### config.mk
export PLATFORM = sky130hd
export DESIGN_NAME = fetchTop
export DESIGN_NICKNAME = d
export VERILOG_FILES = /design/src/rtl/fetchPkg.sv /design/src/rtl/fetchBus.sv /design/src/rtl/fetchTop.sv /design/src/rtl/instrOut.sv /design/src/rtl/pcGen.sv /design/src/rtl/spillMerge.sv
export SDC_FILE = /design/constraint.sdc
export NUM_CORES = 1
export LEC_CHECK = 0
export BUFFER_PORTS_ARGS = -buffer_cell sky130_fd_sc_hd__clkbuf_2
export CORE_MARGIN = 4
export CORE_UTILIZATION = 36
export CTS_CLUSTER_SIZE = 30
export DETAILED_ROUTE_END_ITERATION = 8
export PLACE_DENSITY_LB_ADDON = 0.3
export SYNTH_ARGS = -nofsm -noshare
export SYNTH_HDL_FRONTEND = slang
export SYNTH_SLANG_ARGS = --single-unit
### constraint.sdc
create_clock -name clk -period 11.4 [get_ports clk]
set_input_delay 0.57 -clock clk [delete_from_list [all_inputs] [get_ports clk]]
set_output_delay 0.57 -clock clk [all_outputs]
set_load 0.05 [all_outputs]
### src/rtl/fetchPkg.sv
/* Shared types and constants for the RV32C fetch front end.
   All widths follow the 32-bit RV32 word. */

package fetchPkg;

  ////////////////////
  // Widths that carry a meaning

  // Byte address of a fetch or an instruction
  typedef logic [31:0] addrT;

  // One memory word or one full instruction
  typedef logic [31:0] wordT;

  // One 16-bit instruction parcel
  typedef logic [15:0] halfT;

  ////////////////////
  // Constants

  // First address fetched after reset
  localparam addrT ResetPc = 32'h0000_0000;

  // PC steps for full and compressed instructions
  localparam addrT StepFull = 32'd4;
  localparam addrT StepCompressed = 32'd2;

  // Low two opcode bits that mark a 32-bit instruction
  localparam logic [1:0] FullOp = 2'b11;

  ////////////////////
  // Spill state machine

  // Idle waits for room, First and Second are the two word fetches,
  // Hold drops the data of a fetch made stale by a redirect
  typedef enum logic [1:0] {
    Idle   = 2'd0,
    First  = 2'd1,
    Second = 2'd2,
    Hold   = 2'd3
  } spillStateT;

endpackage

### src/rtl/fetchBus.sv
/* Wishbone classic read master, one aligned word per request.
   Requests are taken only while idle and a cycle is never aborted. */

module fetchBus (
  input  logic           clk,
  input  logic           rst,
  input  logic           fetchReq,
  input  fetchPkg::addrT fetchAddr,
  output logic           fetchDone,
  output fetchPkg::wordT fetchData,
  output logic           wbCyc,
  output logic           wbStb,
  output logic           wbWe,
  output fetchPkg::addrT wbAdr,
  input  fetchPkg::wordT wbDatI,
  input  logic           wbAck
);

  // Bus idle or waiting for the slave
  typedef enum logic {
    BusIdle = 1'b0,
    BusWait = 1'b1
  } busStateT;

  busStateT busState;

  // Slave answered the current cycle
  logic ackTaken;

  ////////////////////
  // Bus control

  always_ff @(posedge clk) begin
    if (rst) begin
      busState  <= BusIdle;
      fetchDone <= 1'b0;
    end else begin
      fetchDone <= 1'b0;
      case (busState)
        BusIdle: begin
          if (fetchReq) begin
            busState <= BusWait;
          end
        end
        BusWait: begin
          // cyc and stb drop in the cycle after the ack
          if (wbAck) begin
            busState  <= BusIdle;
            fetchDone <= 1'b1;
          end
        end
        default: busState <= BusIdle;
      endcase
    end
  end

  assign ackTaken = (busState == BusWait) && wbAck;

  ////////////////////
  // Address and read data

  always_ff @(posedge clk) begin
    // Word aligned address held for the whole cycle
    if ((busState == BusIdle) && fetchReq) begin
      wbAdr <= {fetchAddr[31:2], 2'b00};
    end
    // Read data registered with the done pulse
    if (ackTaken) begin
      fetchData <= wbDatI;
    end
  end

  // cyc and stb rise and fall together
  assign wbCyc = (busState == BusWait);
  assign wbStb = (busState == BusWait);

  // Instruction fetch never writes
  assign wbWe = 1'b0;

endmodule

### src/rtl/fetchTop.sv
/* RV32C instruction fetch front end with a Wishbone classic master.
   No caches and no branch prediction; redirects wait for the bus. */

module fetchTop (
  input  logic           clk,
  input  logic           rst,
  input  logic           redirect,
  input  fetchPkg::addrT redirectPc,
  output logic           wbCyc,
  output logic           wbStb,
  output logic           wbWe,
  output fetchPkg::addrT wbAdr,
  input  fetchPkg::wordT wbDatI,
  input  logic           wbAck,
  output logic           instrValid,
  output fetchPkg::wordT instr,
  output fetchPkg::addrT instrPc,
  output logic           compressed,
  input  logic           ready
);

  // PC of the head instruction
  fetchPkg::addrT pc;
  logic           advance;

  // spillMerge to fetchBus
  logic           fetchReq;
  fetchPkg::addrT fetchAddr;
  logic           fetchDone;
  fetchPkg::wordT fetchData;

  // spillMerge to instrOut
  logic           outFree;
  logic           mergeValid;
  fetchPkg::wordT mergeInstr;
  fetchPkg::addrT mergePc;

  ////////////////////
  // Blocks

  pcGen u_pcGen (
    .clk        (clk),
    .rst        (rst),
    .redirect   (redirect),
    .redirectPc (redirectPc),
    .advance    (advance),
    .compressed (compressed),
    .pc         (pc)
  );

  fetchBus u_fetchBus (
    .clk       (clk),
    .rst       (rst),
    .fetchReq  (fetchReq),
    .fetchAddr (fetchAddr),
    .fetchDone (fetchDone),
    .fetchData (fetchData),
    .wbCyc     (wbCyc),
    .wbStb     (wbStb),
    .wbWe      (wbWe),
    .wbAdr     (wbAdr),
    .wbDatI    (wbDatI),
    .wbAck     (wbAck)
  );

  // Redirect doubles as the flush of the fetch path
  spillMerge u_spillMerge (
    .clk        (clk),
    .rst        (rst),
    .pc         (pc),
    .flush      (redirect),
    .outFree    (outFree),
    .fetchReq   (fetchReq),
    .fetchAddr  (fetchAddr),
    .fetchDone  (fetchDone),
    .fetchData  (fetchData),
    .mergeValid (mergeValid),
    .mergeInstr (mergeInstr),
    .mergePc    (mergePc)
  );

  instrOut u_instrOut (
    .clk        (clk),
    .rst        (rst),
    .flush      (redirect),
    .mergeValid (mergeValid),
    .mergeInstr (mergeInstr),
    .mergePc    (mergePc),
    .outFree    (outFree),
    .advance    (advance),
    .instrValid (instrValid),
    .instr      (instr),
    .instrPc    (instrPc),
    .compressed (compressed),
    .ready      (ready)
  );

endmodule

### src/rtl/instrOut.sv
/* One-entry output register toward the decoder.
   Data stays stable while ready is low and a redirect empties it. */

module instrOut (
  input  logic           clk,
  input  logic           rst,
  input  logic           flush,
  input  logic           mergeValid,
  input  fetchPkg::wordT mergeInstr,
  input  fetchPkg::addrT mergePc,
  output logic           outFree,
  output logic           advance,
  output logic           instrValid,
  output fetchPkg::wordT instr,
  output fetchPkg::addrT instrPc,
  output logic           compressed,
  input  logic           ready
);

  // Incoming instruction is a single parcel
  logic isCompressed;

  assign isCompressed = (mergeInstr[1:0] != fetchPkg::FullOp);

  ////////////////////
  // Valid flag

  always_ff @(posedge clk) begin
    if (rst) begin
      instrValid <= 1'b0;
    end else if (flush) begin
      instrValid <= 1'b0;
    end else if (mergeValid) begin
      instrValid <= 1'b1;
    end else if (ready) begin
      // Transfer done or nothing held
      instrValid <= 1'b0;
    end
  end

  // Payload loaded only on a new instruction
  always_ff @(posedge clk) begin
    if (mergeValid) begin
      // Upper half of a compressed instruction reads as zero
      instr      <= isCompressed ? {16'h0000, mergeInstr[15:0]} : mergeInstr;
      instrPc    <= mergePc;
      compressed <= isCompressed;
    end
  end

  ////////////////////
  // Handshake

  // Room when empty or emptied this cycle
  assign outFree = !instrValid || ready;

  // pcGen steps on every accepted instruction
  assign advance = instrValid && ready;

endmodule

### src/rtl/pcGen.sv
/* Program counter of the instruction at the head of the fetch stream.
   Redirect targets must be halfword aligned since bit 0 is dropped. */

module pcGen (
  input  logic           clk,
  input  logic           rst,
  input  logic           redirect,
  input  fetchPkg::addrT redirectPc,
  input  logic           advance,
  input  logic           compressed,
  output fetchPkg::addrT pc
);

  // Size of the instruction that is leaving
  fetchPkg::addrT step;

  // Address the stream continues from
  fetchPkg::addrT target;

  ////////////////////
  // Next PC terms

  // Compressed instructions take one parcel
  assign step = compressed ? fetchPkg::StepCompressed : fetchPkg::StepFull;

  // Redirects land on a halfword
  assign target = {redirectPc[31:1], 1'b0};

  ////////////////////
  // PC register

  always_ff @(posedge clk) begin
    if (rst) begin
      pc <= fetchPkg::ResetPc;
    end else if (redirect) begin
      // A redirect wins over an accepted instruction
      pc <= target;
    end else if (advance) begin
      // Step past the instruction the decoder just took
      pc <= pc + step;
    end
  end

  // pc only ever moves while the output register holds data
  // or the core redirects, so spillMerge sees a stable value
  // for the whole of a one or two word fetch

endmodule

### src/rtl/spillMerge.sv
/* Fetches one or two words per instruction and merges a 32-bit
   instruction that spills over a word boundary into one word. */

module spillMerge (
  input  logic           clk,
  input  logic           rst,
  input  fetchPkg::addrT pc,
  input  logic           flush,
  input  logic           outFree,
  output logic           fetchReq,
  output fetchPkg::addrT fetchAddr,
  input  logic           fetchDone,
  input  fetchPkg::wordT fetchData,
  output logic           mergeValid,
  output fetchPkg::wordT mergeInstr,
  output fetchPkg::addrT mergePc
);

  fetchPkg::spillStateT state;
  fetchPkg::spillStateT stateNext;

  // Upper parcel of the first word
  fetchPkg::halfT upperHalf;

  // Parcel saved across the two fetches
  fetchPkg::halfT savedHalf;

  // Address of the following word before alignment
  fetchPkg::addrT nextWordPc;

  logic needSpill;
  logic startFirst;
  logic startSecond;

  ////////////////////
  // Spill detection

  assign upperHalf = fetchData[31:16];

  // Only a 32-bit instruction starting in the upper half spills
  assign needSpill = pc[1] && (upperHalf[1:0] == fetchPkg::FullOp);

  // Start a fetch only once the output register has room
  assign startFirst = (state == fetchPkg::Idle) && outFree && !flush;

  // Second word of a spilled instruction
  assign startSecond = (state == fetchPkg::First) && fetchDone && needSpill && !flush;

  ////////////////////
  // State machine

  always_comb begin
    stateNext = state;
    case (state)
      fetchPkg::Idle: begin
        if (startFirst) begin
          stateNext = fetchPkg::First;
        end
      end
      fetchPkg::First: begin
        if (flush) begin
          // Done already here means nothing is left to drop
          stateNext = fetchDone ? fetchPkg::Idle : fetchPkg::Hold;
        end else if (fetchDone) begin
          stateNext = needSpill ? fetchPkg::Second : fetchPkg::Idle;
        end
      end
      fetchPkg::Second: begin
        if (flush) begin
          stateNext = fetchDone ? fetchPkg::Idle : fetchPkg::Hold;
        end else if (fetchDone) begin
          stateNext = fetchPkg::Idle;
        end
      end
      fetchPkg::Hold: begin
        // Swallow the stale word
        if (fetchDone) begin
          stateNext = fetchPkg::Idle;
        end
      end
      default: stateNext = fetchPkg::Idle;
    endcase
  end

  // Requests go out one cycle after the decision,
  // so pc has already taken any advance by then
  always_ff @(posedge clk) begin
    if (rst) begin
      state    <= fetchPkg::Idle;
      fetchReq <= 1'b0;
    end else begin
      state    <= stateNext;
      fetchReq <= startFirst || startSecond;
    end
  end

  ////////////////////
  // Addresses and merge

  assign nextWordPc = pc + fetchPkg::StepFull;

  // Second fetch reads the word after the one holding pc
  assign fetchAddr = (state == fetchPkg::Second) ? {nextWordPc[31:2], 2'b00}
                                                 : {pc[31:2], 2'b00};

  // Keep the low part of the spilled instruction
  always_ff @(posedge clk) begin
    if (startSecond) begin
      savedHalf <= upperHalf;
    end
  end

  always_comb begin
    if (state == fetchPkg::Second) begin
      // Next word's low parcel goes on top
      mergeInstr = {fetchData[15:0], savedHalf};
    end else if (pc[1]) begin
      // Compressed instruction in the upper half
      mergeInstr = {16'h0000, upperHalf};
    end else begin
      mergeInstr = fetchData;
    end
  end

  // One pulse per finished instruction, none for flushed ones
  assign mergeValid = fetchDone && !flush &&
                      (((state == fetchPkg::First) && !needSpill) ||
                       (state == fetchPkg::Second));

  assign mergePc = pc;

endmodule

==> metrics.txt, run 1 <==
# TYPE chip_impl_metric gauge
chip_impl_info{name="run_status",value="complete, no violations"} 1
chip_impl_metric{name="post_synth.cell_area_avg",unit="sq um"} 12.6
chip_impl_metric{name="syn_area",unit="sq um"} 7740
chip_impl_info{name="rsz_0062_raised_after_global_routing",value="no"} 1
chip_impl_metric{name="syn-instance-count",unit=""} 616
chip_impl_metric{name="worst_ir_drop_vdd",unit="uV"} 95.6
chip_impl_info{name="r2r_end",value="u_pcGen.pc[29]$_SDFFE_PP0P_"} 1
chip_impl_metric{name="total_count_of_max_transition_violations_in_the_final_report",unit=""} 0
chip_impl_metric{name="chipHeight",unit="um"} 155
chip_impl_metric{name="h-tree-depth",unit=""} 4
chip_impl_metric{name="globalplace.congestion",unit=""} 0.793
chip_impl_info{name="crit_path_end_kind",value="flop"} 1
chip_impl_metric{name="antenna_found_initial",unit=""} 1
chip_impl_metric{name="fmaxAchievable",unit="GHz"} 0.310
chip_impl_metric{name="finalWorstPathRequiredPeriod",unit="ns"} 3.22
chip_impl_metric{name="route.detailed.wl_per_inst",unit="um"} 17.4
chip_impl_metric{name="finalNetCount",unit=""} 836
chip_impl_info{name="synth_most_common_cell",value="sky130_fd_sc_hd__edfxtp_1"} 1
chip_impl_metric{name="final.period_utilization",unit="%"} 28.3
chip_impl_metric{name="hold_slack",unit="ns"} 0.314
chip_impl_info{name="critical_path.endpoint",value="u_pcGen.pc[29]$_SDFFE_PP0P_"} 1
chip_impl_metric{name="critPathArrivalTime",unit="ns"} 3.53
chip_impl_metric{name="postCtsHoldBufs",unit=""} 0
chip_impl_metric{name="final_util",unit="%"} 44.4
chip_impl_metric{name="report.final.hold_viol_count",unit=""} 0
chip_impl_metric{name="grt_start_max_net_pins",unit=""} 65
chip_impl_info{name="startpoint_of_the_worst_setup_timing_path",value="u_pcGen.pc[1]$_SDFFE_PP0P_"} 1
chip_impl_metric{name="yosysTopAreaCellShare",unit="%"} 55.1
chip_impl_metric{name="route.antenna.remaining_nets",unit=""} 0
chip_impl_metric{name="comb_power_share",unit="%"} 7.8
chip_impl_metric{name="fillCellCount",unit=""} 1973
chip_impl_metric{name="postRouteWirelength",unit="mm"} 18.3
chip_impl_metric{name="yosysWarnings",unit=""} 0
chip_impl_metric{name="power.total",unit="uW"} 1450
chip_impl_info{name="min-delay-path-class",value="input port to flop"} 1
chip_impl_metric{name="clkSinkCount",unit=""} 179
chip_impl_metric{name="floorplan.die_area",unit="sq um"} 23900
chip_impl_info{name="synth_commonest_cells",value="sky130_fd_sc_hd__edfxtp_1 (142), sky130_fd_sc_hd__nor2_1 (54), sky130_fd_sc_hd__nand2_1 (39), sky130_fd_sc_hd__dfxtp_1 (37), sky130_fd_sc_hd__xnor2_1 (29)"} 1
chip_impl_metric{name="synth_enable_flop_cells",unit=""} 142
chip_impl_metric{name="yosys.cell_types.count",unit=""} 58
chip_impl_metric{name="standby_leakage_power",unit="uW"} 0.00340
chip_impl_metric{name="async_set_or_reset_register_ratio_after_synthesis",unit="%"} 0
chip_impl_metric{name="num_vias",unit=""} 5260
chip_impl_metric{name="layout_setup_ws",unit="ns"} 8.18
chip_impl_metric{name="timing.clock.skew",unit="ns"} 0.00916
chip_impl_metric{name="dp_hpwl",unit="mm"} 12.6
chip_impl_metric{name="yosys_register_bits",unit=""} 179
chip_impl_metric{name="flop2flop_setup_slack",unit="ns"} 8.18
chip_impl_metric{name="drive_above_1_share",unit="%"} 28.0
chip_impl_metric{name="die_w",unit="um"} 155
chip_impl_metric{name="grt_use_total",unit="%"} 15.4
chip_impl_metric{name="ctsLongestPathBuffers",unit=""} 2
chip_impl_info{name="synth_top_cell_by_area",value="sky130_fd_sc_hd__edfxtp_1"} 1
chip_impl_metric{name="power.sequential.fraction",unit="%"} 52.0
chip_impl_metric{name="cts-buffers-inserted",unit=""} 17
chip_impl_metric{name="global_route_overflow",unit=""} 0
chip_impl_metric{name="area_growth",unit="%"} 21.0
chip_impl_metric{name="number_of_global_route_vias_before_repair",unit=""} 5195
chip_impl_metric{name="post-route-drc-count",unit=""} 0
chip_impl_metric{name="power-per-cell-area",unit="nW/um^2"} 155
chip_impl_metric{name="cp_max_fanout",unit=""} 36
chip_impl_metric{name="initial_utilization",unit="%"} 36.7
chip_impl_metric{name="p_int",unit="uW"} 1090
chip_impl_metric{name="placement.setup.worst_slack",unit="ns"} 8.18
chip_impl_metric{name="reg2reg_depth",unit=""} 7
chip_impl_metric{name="drtPass1Iterations",unit=""} 4
chip_impl_metric{name="worst_margin_slew",unit="ns"} 0.915
chip_impl_info{name="synthTopCellsByArea",value="sky130_fd_sc_hd__edfxtp_1 (55%), sky130_fd_sc_hd__dfxtp_1 (9.6%), sky130_fd_sc_hd__xnor2_1 (3.3%)"} 1
chip_impl_metric{name="number_of_rows_created_at_floorplan",unit=""} 53
chip_impl_metric{name="ys_seq_area_share",unit="%"} 64.7
chip_impl_metric{name="first_pass_grt_wire_length",unit="mm"} 28.8
chip_impl_metric{name="worstPathRequired",unit="ns"} 11.70
chip_impl_metric{name="finalSetupViolations",unit=""} 0
chip_impl_metric{name="maxCapViolCount",unit=""} 0
chip_impl_info{name="synthFlopType",value="sky130_fd_sc_hd__edfxtp_1"} 1
chip_impl_info{name="worst_r2r_startpoint",value="u_pcGen.pc[1]$_SDFFE_PP0P_"} 1
chip_impl_metric{name="switching_share",unit="%"} 24.7
chip_impl_metric{name="initialDrtViolationCount",unit=""} 348
chip_impl_metric{name="clk_latency",unit="ns"} 0.42
chip_impl_metric{name="post_cts_buffers",unit=""} 0
chip_impl_metric{name="route.detailed.vias_per_inst",unit=""} 5.00
chip_impl_metric{name="design.core.area",unit="sq um"} 21100
chip_impl_metric{name="ctsResizeCount",unit=""} 0
chip_impl_info{name="cts_tree",value="done"} 1
chip_impl_info{name="cp-start-kind",value="flop"} 1
chip_impl_metric{name="timing.max_slew.rel_slack",unit="%"} 39.0
chip_impl_metric{name="n_antenna_cell",unit=""} 0
chip_impl_metric{name="pin_count",unit=""} 170
chip_impl_metric{name="clk_pin_slew",unit="ns"} 0.07
chip_impl_metric{name="clockPowerShare",unit="%"} 40.2
chip_impl_info{name="cts-root-buf",value="sky130_fd_sc_hd__clkbuf_16"} 1
chip_impl_metric{name="total_switching_power",unit="uW"} 359
chip_impl_metric{name="timing.setup.tns",unit="ns"} 0
chip_impl_metric{name="port_buffers",unit=""} 164
chip_impl_info{name="setup.worst_path.class",value="flop to flop"} 1
## worst min-delay path by stage
stage                                        from                                   end  slack (ns)  cells past startpoint
2_1_floorplan         u_pcGen.pc[10]$_SDFFE_PP0P_      u_instrOut.instrPc[10]$_DFFE_PP_        0.40                      0
3_5_place_dp   u_fetchBus.fetchData[30]$_DFFE_PP_  u_spillMerge.savedHalf[14]$_DFFE_PP_        0.45                      0
3_3_place_gp   u_fetchBus.fetchData[24]$_DFFE_PP_   u_spillMerge.savedHalf[8]$_DFFE_PP_        0.45                      0
5_1_grt                                wbDatI[21]    u_fetchBus.fetchData[21]$_DFFE_PP_        0.29                      1
4_1_cts                                wbDatI[28]    u_fetchBus.fetchData[28]$_DFFE_PP_        0.30                      1
6_report                               wbDatI[28]    u_fetchBus.fetchData[28]$_DFFE_PP_        0.31                      1
## registers in the layout, indices dropped and copies added, names as in the netlist, 2 cells and up
| register | count |
|---|---|
| u_pcGen.pc | 31 |
| u_fetchBus.wbAdr | 30 |
| u_spillMerge.state | 2 |
| u_fetchBus.fetchData | 32 |
| u_spillMerge.savedHalf | 16 |
| u_instrOut.instr | 32 |
| u_instrOut.instrPc | 31 |
## worst max-delay path, cell delays in order (launching register included)
cell                        delay [ns]
sky130_fd_sc_hd__dfxtp_2          0.92
sky130_fd_sc_hd__ha_1             0.34
sky130_fd_sc_hd__inv_1            0.07
sky130_fd_sc_hd__fa_1             0.39
sky130_fd_sc_hd__nand3b_1         0.31
sky130_fd_sc_hd__nor4_1           0.56
sky130_fd_sc_hd__a311oi_1         0.17
sky130_fd_sc_hd__a2111oi_0        0.35
## power groups by stage
stage | registers [uW] | logic, uW | clock network [uW]
3_3_place_gp | 769 | 113 | 0
3_5_place_dp | 769 | 114 | 0
4_1_cts | 755 | 114 | 601
2_1_floorplan | 778 | 68.0 | 0
5_1_grt | 758 | 124 | 628
6_report | 755 | 113 | 584
## area by class of cell
class	instances	area, sq um	share of cell area, %
Inverter	20	75.1	0.802
Sequential cell	179	5010	53.5
Clock buffer	18	429	4.58
Multi-Input combinational cell	374	2480	26.5
Clock inverter	14	151	1.62
Tap cell	275	344	3.67
Timing Repair Buffer	171	873	9.33
## cell usage in the layout (no fill, tap or decap), types with 17 or more instances in the layout
| cell | n |
|---|---|
| sky130_fd_sc_hd__dfxtp_1 | 36 |
| sky130_fd_sc_hd__edfxtp_1 | 142 |
| sky130_fd_sc_hd__nand4_1 | 19 |
| sky130_fd_sc_hd__o21ai_0 | 18 |
| sky130_fd_sc_hd__clkbuf_16 | 17 |
| sky130_fd_sc_hd__clkbuf_2 | 164 |
| sky130_fd_sc_hd__nor2_1 | 54 |
| sky130_fd_sc_hd__nor3_1 | 18 |
| sky130_fd_sc_hd__xnor2_1 | 29 |
| sky130_fd_sc_hd__a21oi_1 | 27 |
| sky130_fd_sc_hd__inv_1 | 20 |
| sky130_fd_sc_hd__nand2_1 | 39 |
## per-layer routing
layer | GRT usage, % | vias up | part of all wire (%)
li1 | - | 2589 | -
met1 | 20.3 | 2468 | 44
met2 | 24.0 | 178 | 45
met3 | 4.98 | 23 | 8.6
met4 | 5.21 | 2 | 1.8
met5 | 0 | - | 0.044
## metrics by stage
step / std cells / instance area, sq um
2_1_floorplan: 619 / 7750
3_3_place_gp: 1019 / 8780
3_5_place_dp: 1019 / 8780
4_1_cts: 1051 / 9360
5_1_grt: 1051 / 9360
6_report: 1051 / 9360
## kinds of logic (layout without fill, tap and decap cells)
family | after synthesis | in the layout | synth area share, %
xor gates and xnor gates | 41 | 41 | 4.64
adders and majority gates | 4 | 4 | 0.744
muxes | 17 | 17 | 2.21
other | 1 | 4 | 0.0485
and+or+nand+nor | 213 | 213 | 15.8
buffers and inverters | 66 | 223 | 3.75
DFF | 179 | 179 | 64.7
AOI/OAI and AO/OA | 95 | 95 | 8.15
Power figures use the tool's default switching activity.
==> inputs of run 2 (changes only) <==
- ABC_AREA: default -> 1
- clock period: 11.4 -> 2.64 ns (I/O delays scaled with it)
==> run 2 against run 1 <==
Net effect:
- die area is 3.4% higher
- hold slack worse by 0.30 ns
- sequential power grew to 4.3 times the previous value
- worst setup slack worse by 7.7 ns
- fmax is 47% higher
- critical path type unchanged
==> metrics.txt, run 2 <==
# TYPE chip_impl_metric gauge
chip_impl_metric{name="globalplace.congestion",unit=""} 0.892
chip_impl_metric{name="finalNetCount",unit=""} 1082
chip_impl_info{name="path_cells",value="ha_1 -> inv_1 -> fa_1 -> nor2_2 -> nand2_2 -> nor2_4 -> nand2_1 -> nand2_1 -> nand3_1 -> nand2_1 -> a21oi_1"} 1
chip_impl_info{name="crit_path_end_kind",value="flop"} 1
chip_impl_metric{name="initialDrtViolationCount",unit=""} 397
chip_impl_metric{name="chipHeight",unit="um"} 157
chip_impl_info{name="mostFrequentLayoutCells",value="sky130_fd_sc_hd__nand2_1 (173), sky130_fd_sc_hd__clkbuf_2 (164), sky130_fd_sc_hd__edfxtp_1 (142)"} 1
chip_impl_metric{name="worstPathRequired",unit="ns"} 2.94
chip_impl_metric{name="route.detailed.vias_per_inst",unit=""} 4.75
chip_impl_info{name="most_common_cell_after_layout_fill_and_taps_aside",value="sky130_fd_sc_hd__nand2_1"} 1
chip_impl_info{name="synth_most_common_cell",value="sky130_fd_sc_hd__nand2_1"} 1
chip_impl_info{name="synthFlopType",value="sky130_fd_sc_hd__edfxtp_1"} 1
chip_impl_info{name="largestRegisters",value="u_fetchBus.fetchData: 32 flops, u_instrOut.instr: 32 flops"} 1
chip_impl_info{name="setup.worst_path.class",value="flop to flop"} 1
chip_impl_metric{name="first_pass_grt_wire_length",unit="mm"} 31.9
chip_impl_info{name="synth_commonest_cells",value="sky130_fd_sc_hd__nand2_1 (173), sky130_fd_sc_hd__edfxtp_1 (142), sky130_fd_sc_hd__inv_1 (93), sky130_fd_sc_hd__o21ai_0 (89), sky130_fd_sc_hd__nor2_1 (65)"} 1
chip_impl_metric{name="crit_buf_inv",unit=""} 1
chip_impl_metric{name="cp_max_fanout",unit=""} 7
chip_impl_info{name="cp-start-kind",value="flop"} 1
chip_impl_info{name="crit_path_top_delay_cell",value="sky130_fd_sc_hd__edfxtp_1"} 1
chip_impl_info{name="run_status",value="complete, no violations"} 1
chip_impl_metric{name="pin_count",unit=""} 170
chip_impl_metric{name="clkSinkCount",unit=""} 179
chip_impl_metric{name="clk_latency",unit="ns"} 0.44
chip_impl_metric{name="post_cts_buffers",unit=""} 0
chip_impl_metric{name="grt_start_max_net_pins",unit=""} 52
chip_impl_metric{name="postRouteWirelength",unit="mm"} 20.4
chip_impl_info{name="synthTopCellsByArea",value="sky130_fd_sc_hd__edfxtp_1 (53%), sky130_fd_sc_hd__dfxtp_1 (9.2%), sky130_fd_sc_hd__nand2_1 (8.1%)"} 1
chip_impl_info{name="cts_tree",value="done"} 1
chip_impl_metric{name="clk_pin_slew",unit="ns"} 0.08
chip_impl_metric{name="syn_area",unit="sq um"} 8020
chip_impl_metric{name="maxCapViolCount",unit=""} 0
chip_impl_metric{name="power.total",unit="uW"} 6390
chip_impl_metric{name="grt_use_total",unit="%"} 16.7
chip_impl_info{name="rsz_0062_raised_after_global_routing",value="no"} 1
chip_impl_metric{name="num_vias",unit=""} 6190
chip_impl_metric{name="finalWorstPathRequiredPeriod",unit="ns"} 2.19
chip_impl_metric{name="design.core.area",unit="sq um"} 21900
chip_impl_info{name="crit_path_frequent_cell",value="sky130_fd_sc_hd__nand2_1"} 1
chip_impl_metric{name="final.period_utilization",unit="%"} 82.8
chip_impl_metric{name="finalSetupViolations",unit=""} 0
chip_impl_info{name="synth_top_cell_by_area",value="sky130_fd_sc_hd__edfxtp_1"} 1
chip_impl_metric{name="critPathArrivalTime",unit="ns"} 2.49
chip_impl_metric{name="post_synth.cell_area_avg",unit="sq um"} 10.1
chip_impl_info{name="min-delay-path-class",value="input port to flop"} 1
chip_impl_metric{name="ctsLongestPathBuffers",unit=""} 2
chip_impl_metric{name="number_of_global_route_vias_before_repair",unit=""} 5895
chip_impl_metric{name="area_growth",unit="%"} 27.7
chip_impl_metric{name="dp_hpwl",unit="mm"} 14.4
chip_impl_metric{name="fmaxAchievable",unit="GHz"} 0.457
chip_impl_metric{name="power-per-cell-area",unit="nW/um^2"} 624
chip_impl_metric{name="route.antenna.remaining_nets",unit=""} 0
chip_impl_metric{name="cts-buffers-inserted",unit=""} 17
chip_impl_metric{name="yosysWarnings",unit=""} 0
chip_impl_metric{name="final_util",unit="%"} 46.8
chip_impl_metric{name="post-route-drc-count",unit=""} 0
chip_impl_metric{name="n_antenna_cell",unit=""} 0
chip_impl_metric{name="port_buffers",unit=""} 164
chip_impl_metric{name="worst_ir_drop_vdd",unit="uV"} 460
chip_impl_metric{name="die_w",unit="um"} 157
chip_impl_metric{name="synth_enable_flop_cells",unit=""} 142
chip_impl_metric{name="initial_utilization",unit="%"} 36.6
chip_impl_metric{name="route.detailed.wl_per_inst",unit="um"} 15.7
chip_impl_metric{name="antenna_found_initial",unit=""} 1
chip_impl_metric{name="floorplan.die_area",unit="sq um"} 24700
chip_impl_metric{name="async_set_or_reset_register_ratio_after_synthesis",unit="%"} 0
chip_impl_metric{name="standby_leakage_power",unit="uW"} 0.00408
chip_impl_metric{name="worst_path_largest_cell_delay",unit="ns"} 0.42
chip_impl_metric{name="total_count_of_max_transition_violations_in_the_final_report",unit=""} 0
chip_impl_metric{name="drive_above_1_share",unit="%"} 24.6
chip_impl_metric{name="h-tree-depth",unit=""} 4
chip_impl_metric{name="global_route_overflow",unit=""} 0
chip_impl_metric{name="yosys_register_bits",unit=""} 179
chip_impl_metric{name="report.final.hold_viol_count",unit=""} 0
chip_impl_metric{name="ys_seq_area_share",unit="%"} 62.4
chip_impl_metric{name="number_of_rows_created_at_floorplan",unit=""} 54
chip_impl_metric{name="yosys.cell_types.count",unit=""} 32
chip_impl_metric{name="syn-instance-count",unit=""} 798
chip_impl_info{name="cts-root-buf",value="sky130_fd_sc_hd__clkbuf_16"} 1
chip_impl_info{name="path_delay_family",value="simple AND/OR/NAND/NOR gates"} 1
chip_impl_metric{name="yosysTopAreaCellShare",unit="%"} 53.2
chip_impl_metric{name="timing.clock.skew",unit="ns"} 0.0156
chip_impl_metric{name="drtPass1Iterations",unit=""} 5
[run 2: final cells by class]
cell class | count | area, sq um
clock buffer | 17 | 425
fill | 2082 | 11600
inverter | 96 | 363
multi-input combinational | 495 | 2560
timing repair buffer | 220 | 1350
tap | 280 | 350
clock inverter | 15 | 176
sequential | 179 | 5010
[run 2: per-stage QoR]
step / cells / worst slack (ns) / hold slack, ns / TNS, ns / cell area, sq um
after floorplan: 801 / -0.0261 / 0.231 / -1.67 / 8080
after global placement: 1231 / 0.440 / 0.310 / 0 / 9250
after detailed placement: 1231 / 0.448 / 0.311 / 0 / 9250
after CTS: 1302 / 0.418 / 0.000885 / 0 / 10200
after global routing: 1302 / 0.223 / 0.00616 / 0 / 10200
final: 1302 / 0.453 / 0.0153 / 0 / 10200
[run 2: worst paths after layout]
check / endpoint / startpoint / slack, ns / depth (start not counted)
max: u_pcGen.pc[19]$_SDFFE_PP0P_ / u_instrOut.compressed$_DFFE_PP_ / 0.45 / 11
min: u_pcGen.pc[7]$_SDFFE_PP0P_ / redirectPc[7] / 0.02 / 3
max reg2reg: u_pcGen.pc[19]$_SDFFE_PP0P_ / u_instrOut.compressed$_DFFE_PP_ / 0.45 / 11
min reg2reg: u_spillMerge.savedHalf[8]$_DFFE_PP_ / u_fetchBus.fetchData[24]$_DFFE_PP_ / 0.45 / 0
[run 2: timing repair]
item	CTS	global route
hold buffers	39	0
gates resized for setup	0	0
hold endpoints to repair	39	0
[run 2: cells by family after synthesis]
| family | synth area share (%) |
|---|---|
| other | 0.0468 |
| adders and majority gates | 0.718 |
| buffers and inverters | 6.27 |
| DFF | 62.4 |
| and+or+nand+nor | 17.4 |
| AOI/OAI and AO/OA | 8.72 |
| xor gates and xnor gates | 4.48 |
[run 2: layer usage]
layer | global-route usage, % | part of all wire [%]
met1 | 22.0 | 42
met2 | 28.1 | 49
met3 | 3.57 | 7.2
met4 | 4.55 | 1.3
met5 | 0 | 0.034
[run 2: worst reg2reg max path: cells and delay by family, from the launching register on]
| family | cells | cell delay (ns) |
|---|---|---|
| flip-flops | 1 | 0.42 |
| adder cells (fa/ha/maj) | 2 | 0.60 |
| AO/OA/AOI/OAI | 1 | 0.05 |
| AND/OR/NAND/NOR | 7 | 0.95 |
| buffers and inverters | 1 | 0.05 |
[run 2: where the power goes]
part / switching [uW] / internal, uW / leakage (uW)
Clock: 1260 / 1290 / 0.000287
Sequential: 84.1 / 3140 / 0.00161
Combinational: 412 / 209 / 0.00218
==> inputs of run 3 (changes only) <==
- ABC_AREA: 1 -> 0
- clock period: 2.64 -> 1.8 ns (I/O delays scaled with it)
==> run 3 against run 2 <==
Net effect:
- the run now ends with negative setup slack left
- cell count decreased by 7.5%
- critical path depth down 2
- global-route usage up 0.18 points
- largest cell class unchanged
==> metrics.txt, run 3 (synthesized netlist as in run 1, its figures left out) <==
# TYPE chip_impl_metric gauge
chip_impl_metric{name="grt_start_max_net_pins",unit=""} 65
chip_impl_metric{name="finalNetCount",unit=""} 989
chip_impl_metric{name="worst_ir_drop_vdd",unit="uV"} 623
chip_impl_metric{name="first_pass_grt_wire_length",unit="mm"} 32.0
chip_impl_metric{name="grt_use_total",unit="%"} 16.9
chip_impl_metric{name="pin_count",unit=""} 170
chip_impl_metric{name="total_count_of_max_transition_violations_in_the_final_report",unit=""} 0
chip_impl_metric{name="die_w",unit="um"} 155
chip_impl_metric{name="finalSetupViolations",unit=""} 21
chip_impl_metric{name="antenna_found_initial",unit=""} 1
chip_impl_metric{name="power.total",unit="uW"} 9260
chip_impl_metric{name="timing.max_slew.rel_slack",unit="%"} 54.5
chip_impl_metric{name="hold_slack",unit="ns"} 0.0212
chip_impl_metric{name="placement.setup.worst_slack",unit="ns"} -0.296
chip_impl_metric{name="maxCapViolCount",unit=""} 0
chip_impl_metric{name="cts-buffers-inserted",unit=""} 17
chip_impl_metric{name="num_vias",unit=""} 5904
chip_impl_info{name="setup.worst_path.class",value="flop to flop"} 1
chip_impl_metric{name="flop2flop_setup_slack",unit="ns"} -0.26
chip_impl_metric{name="clk_pin_slew",unit="ns"} 0.07
chip_impl_metric{name="postRouteWirelength",unit="mm"} 20.0
chip_impl_info{name="worst_hold_startpoint",value="redirectPc[21]"} 1
chip_impl_metric{name="fmaxAchievable",unit="GHz"} 0.486
chip_impl_info{name="min_to",value="u_pcGen.pc[21]$_SDFFE_PP0P_"} 1
chip_impl_metric{name="clk_latency",unit="ns"} 0.42
chip_impl_info{name="rsz_0062_raised_after_global_routing",value="yes"} 1
chip_impl_info{name="violations",value="negative setup slack"} 1
chip_impl_metric{name="h-tree-depth",unit=""} 4
chip_impl_info{name="r2r_end",value="u_pcGen.pc[19]$_SDFFE_PP0P_"} 1
chip_impl_info{name="cp-start-kind",value="flop"} 1
chip_impl_metric{name="finalWorstPathRequiredPeriod",unit="ns"} 2.06
chip_impl_metric{name="layout_setup_ws",unit="ns"} -0.258
chip_impl_metric{name="fillCellCount",unit=""} 1849
chip_impl_metric{name="global_route_overflow",unit=""} 0
chip_impl_info{name="mostFrequentLayoutCells",value="sky130_fd_sc_hd__clkbuf_2 (164), sky130_fd_sc_hd__edfxtp_1 (142), sky130_fd_sc_hd__buf_4 (86)"} 1
chip_impl_metric{name="dp_hpwl",unit="mm"} 13.7
chip_impl_info{name="crit_path_end_kind",value="flop"} 1
chip_impl_metric{name="route.detailed.wl_per_inst",unit="um"} 16.6
chip_impl_metric{name="cp_max_fanout",unit=""} 5
chip_impl_info{name="run_status",value="complete, but fails checks"} 1
chip_impl_metric{name="number_of_rows_created_at_floorplan",unit=""} 53
chip_impl_info{name="most_common_cell_after_layout_fill_and_taps_aside",value="sky130_fd_sc_hd__clkbuf_2"} 1
chip_impl_metric{name="standby_leakage_power",unit="uW"} 0.00421
chip_impl_info{name="cts-root-buf",value="sky130_fd_sc_hd__clkbuf_16"} 1
chip_impl_metric{name="drtPass1Iterations",unit=""} 5
chip_impl_info{name="largestRegisters",value="u_fetchBus.fetchData: 32 flops, u_instrOut.instr: 32 flops"} 1
chip_impl_info{name="worst_r2r_startpoint",value="u_instrOut.compressed$_DFFE_PP_"} 1
chip_impl_metric{name="timing.clock.skew",unit="ns"} 0.00982
chip_impl_metric{name="clkSinkCount",unit=""} 179
chip_impl_metric{name="critPathArrivalTime",unit="ns"} 2.34
chip_impl_metric{name="final.period_utilization",unit="%"} 114
chip_impl_metric{name="port_buffers",unit=""} 164
chip_impl_metric{name="power-per-cell-area",unit="nW/um^2"} 846
chip_impl_metric{name="report.final.hold_viol_count",unit=""} 0
chip_impl_info{name="cts_tree",value="done"} 1
chip_impl_metric{name="worstPathRequired",unit="ns"} 2.08
chip_impl_metric{name="number_of_global_route_vias_before_repair",unit=""} 5981
chip_impl_metric{name="floorplan.die_area",unit="sq um"} 23900
chip_impl_metric{name="design.core.area",unit="sq um"} 21100
chip_impl_metric{name="route.detailed.vias_per_inst",unit=""} 4.90
chip_impl_metric{name="initialDrtViolationCount",unit=""} 301
chip_impl_metric{name="ctsLongestPathBuffers",unit=""} 2
chip_impl_metric{name="route.antenna.remaining_nets",unit=""} 0
chip_impl_info{name="min-delay-path-class",value="input port to flop"} 1
chip_impl_metric{name="initial_utilization",unit="%"} 36.7
chip_impl_metric{name="n_antenna_cell",unit=""} 0
chip_impl_metric{name="chipHeight",unit="um"} 155
chip_impl_metric{name="drive_above_1_share",unit="%"} 36.8
chip_impl_metric{name="reg2reg_depth",unit=""} 9
chip_impl_metric{name="min_path_cells",unit=""} 4
chip_impl_metric{name="post-route-drc-count",unit=""} 0
chip_impl_metric{name="area_growth",unit="%"} 41.4
chip_impl_metric{name="globalplace.congestion",unit=""} 0.819
chip_impl_metric{name="worst_margin_slew",unit="ns"} 0.683
[run 3: critical path: stages (launching register included)]
cell and delay [ns]:
sky130_fd_sc_hd__edfxtp_1 0.42, sky130_fd_sc_hd__buf_4 0.16, sky130_fd_sc_hd__fa_2 0.38, sky130_fd_sc_hd__nand4b_1 0.23
sky130_fd_sc_hd__nor4_4 0.15, sky130_fd_sc_hd__buf_4 0.15, sky130_fd_sc_hd__buf_4 0.13, sky130_fd_sc_hd__buf_4 0.11
sky130_fd_sc_hd__a2111o_1 0.12, sky130_fd_sc_hd__o211ai_1 0.08
[run 3: report_power, final]
part           internal (uW)  switching, uW  total, uW  leakage (uW)
clock                   1810           1680       3490      0.000267
combinational            454            621       1080       0.00234
sequential              4610           90.5       4700       0.00161
[run 3: metrics by stage]
step | setup TNS [ns] | util [%] | cell area [sq um] | std cells
2_1_floorplan | -38.22 | - | 7850 | 619
3_3_place_gp | -4.18 | 45.4 | 9580 | 1104
3_5_place_dp | -5.61 | 45.4 | 9580 | 1104
4_1_cts | -3.24 | 51.3 | 10800 | 1200
5_1_grt | -7.31 | 51.9 | 10900 | 1204
6_report | -3.83 | 51.9 | 10900 | 1204
[run 3: cell type report]
type	instances	area [sq um]	share of cell area, %
clock buffers	18	429	3.92
clock inverters	14	120	1.10
inverters	20	75.1	0.686
multi-input cells	374	2660	24.3
flip-flops and latches	179	5010	45.8
well taps	275	344	3.14
repair buffers	324	2300	21.0
[run 3: how the worst max path moves through the flow]
stage / start / endpoint / slack [ns] / depth (start not counted)
floorplan: u_instrOut.compressed$_DFFE_PP_ / u_pcGen.pc[31]$_SDFFE_PP0P_ / -0.63 / 7
global placement: u_instrOut.compressed$_DFFE_PP_ / u_pcGen.pc[31]$_SDFFE_PP0P_ / -0.24 / 7
detailed placement: u_instrOut.compressed$_DFFE_PP_ / u_pcGen.pc[31]$_SDFFE_PP0P_ / -0.30 / 8
CTS: u_instrOut.compressed$_DFFE_PP_ / u_pcGen.pc[31]$_SDFFE_PP0P_ / -0.27 / 7
global route: u_instrOut.compressed$_DFFE_PP_ / u_pcGen.pc[31]$_SDFFE_PP0P_ / -0.43 / 8
finish: u_instrOut.compressed$_DFFE_PP_ / u_pcGen.pc[19]$_SDFFE_PP0P_ / -0.26 / 9
[run 3: what timing repair did]
item                                    in CTS  in global routing
gates resized for setup                     13                 22
endpoints found under the hold margin       61                  0
hold buffers                                61                  0
endpoints found under the setup margin      41                 51
pin swaps                                   17                 11
buffers inserted                             3                  4
[run 3: routing by layer]
metal	up-vias	wire length (um)	track usage, %
li1	2895	-	-
met1	2796	8700	22.2
met2	189	9630	27.6
met3	22	1350	4.73
met4	2	327	4.79
met5	-	13	0
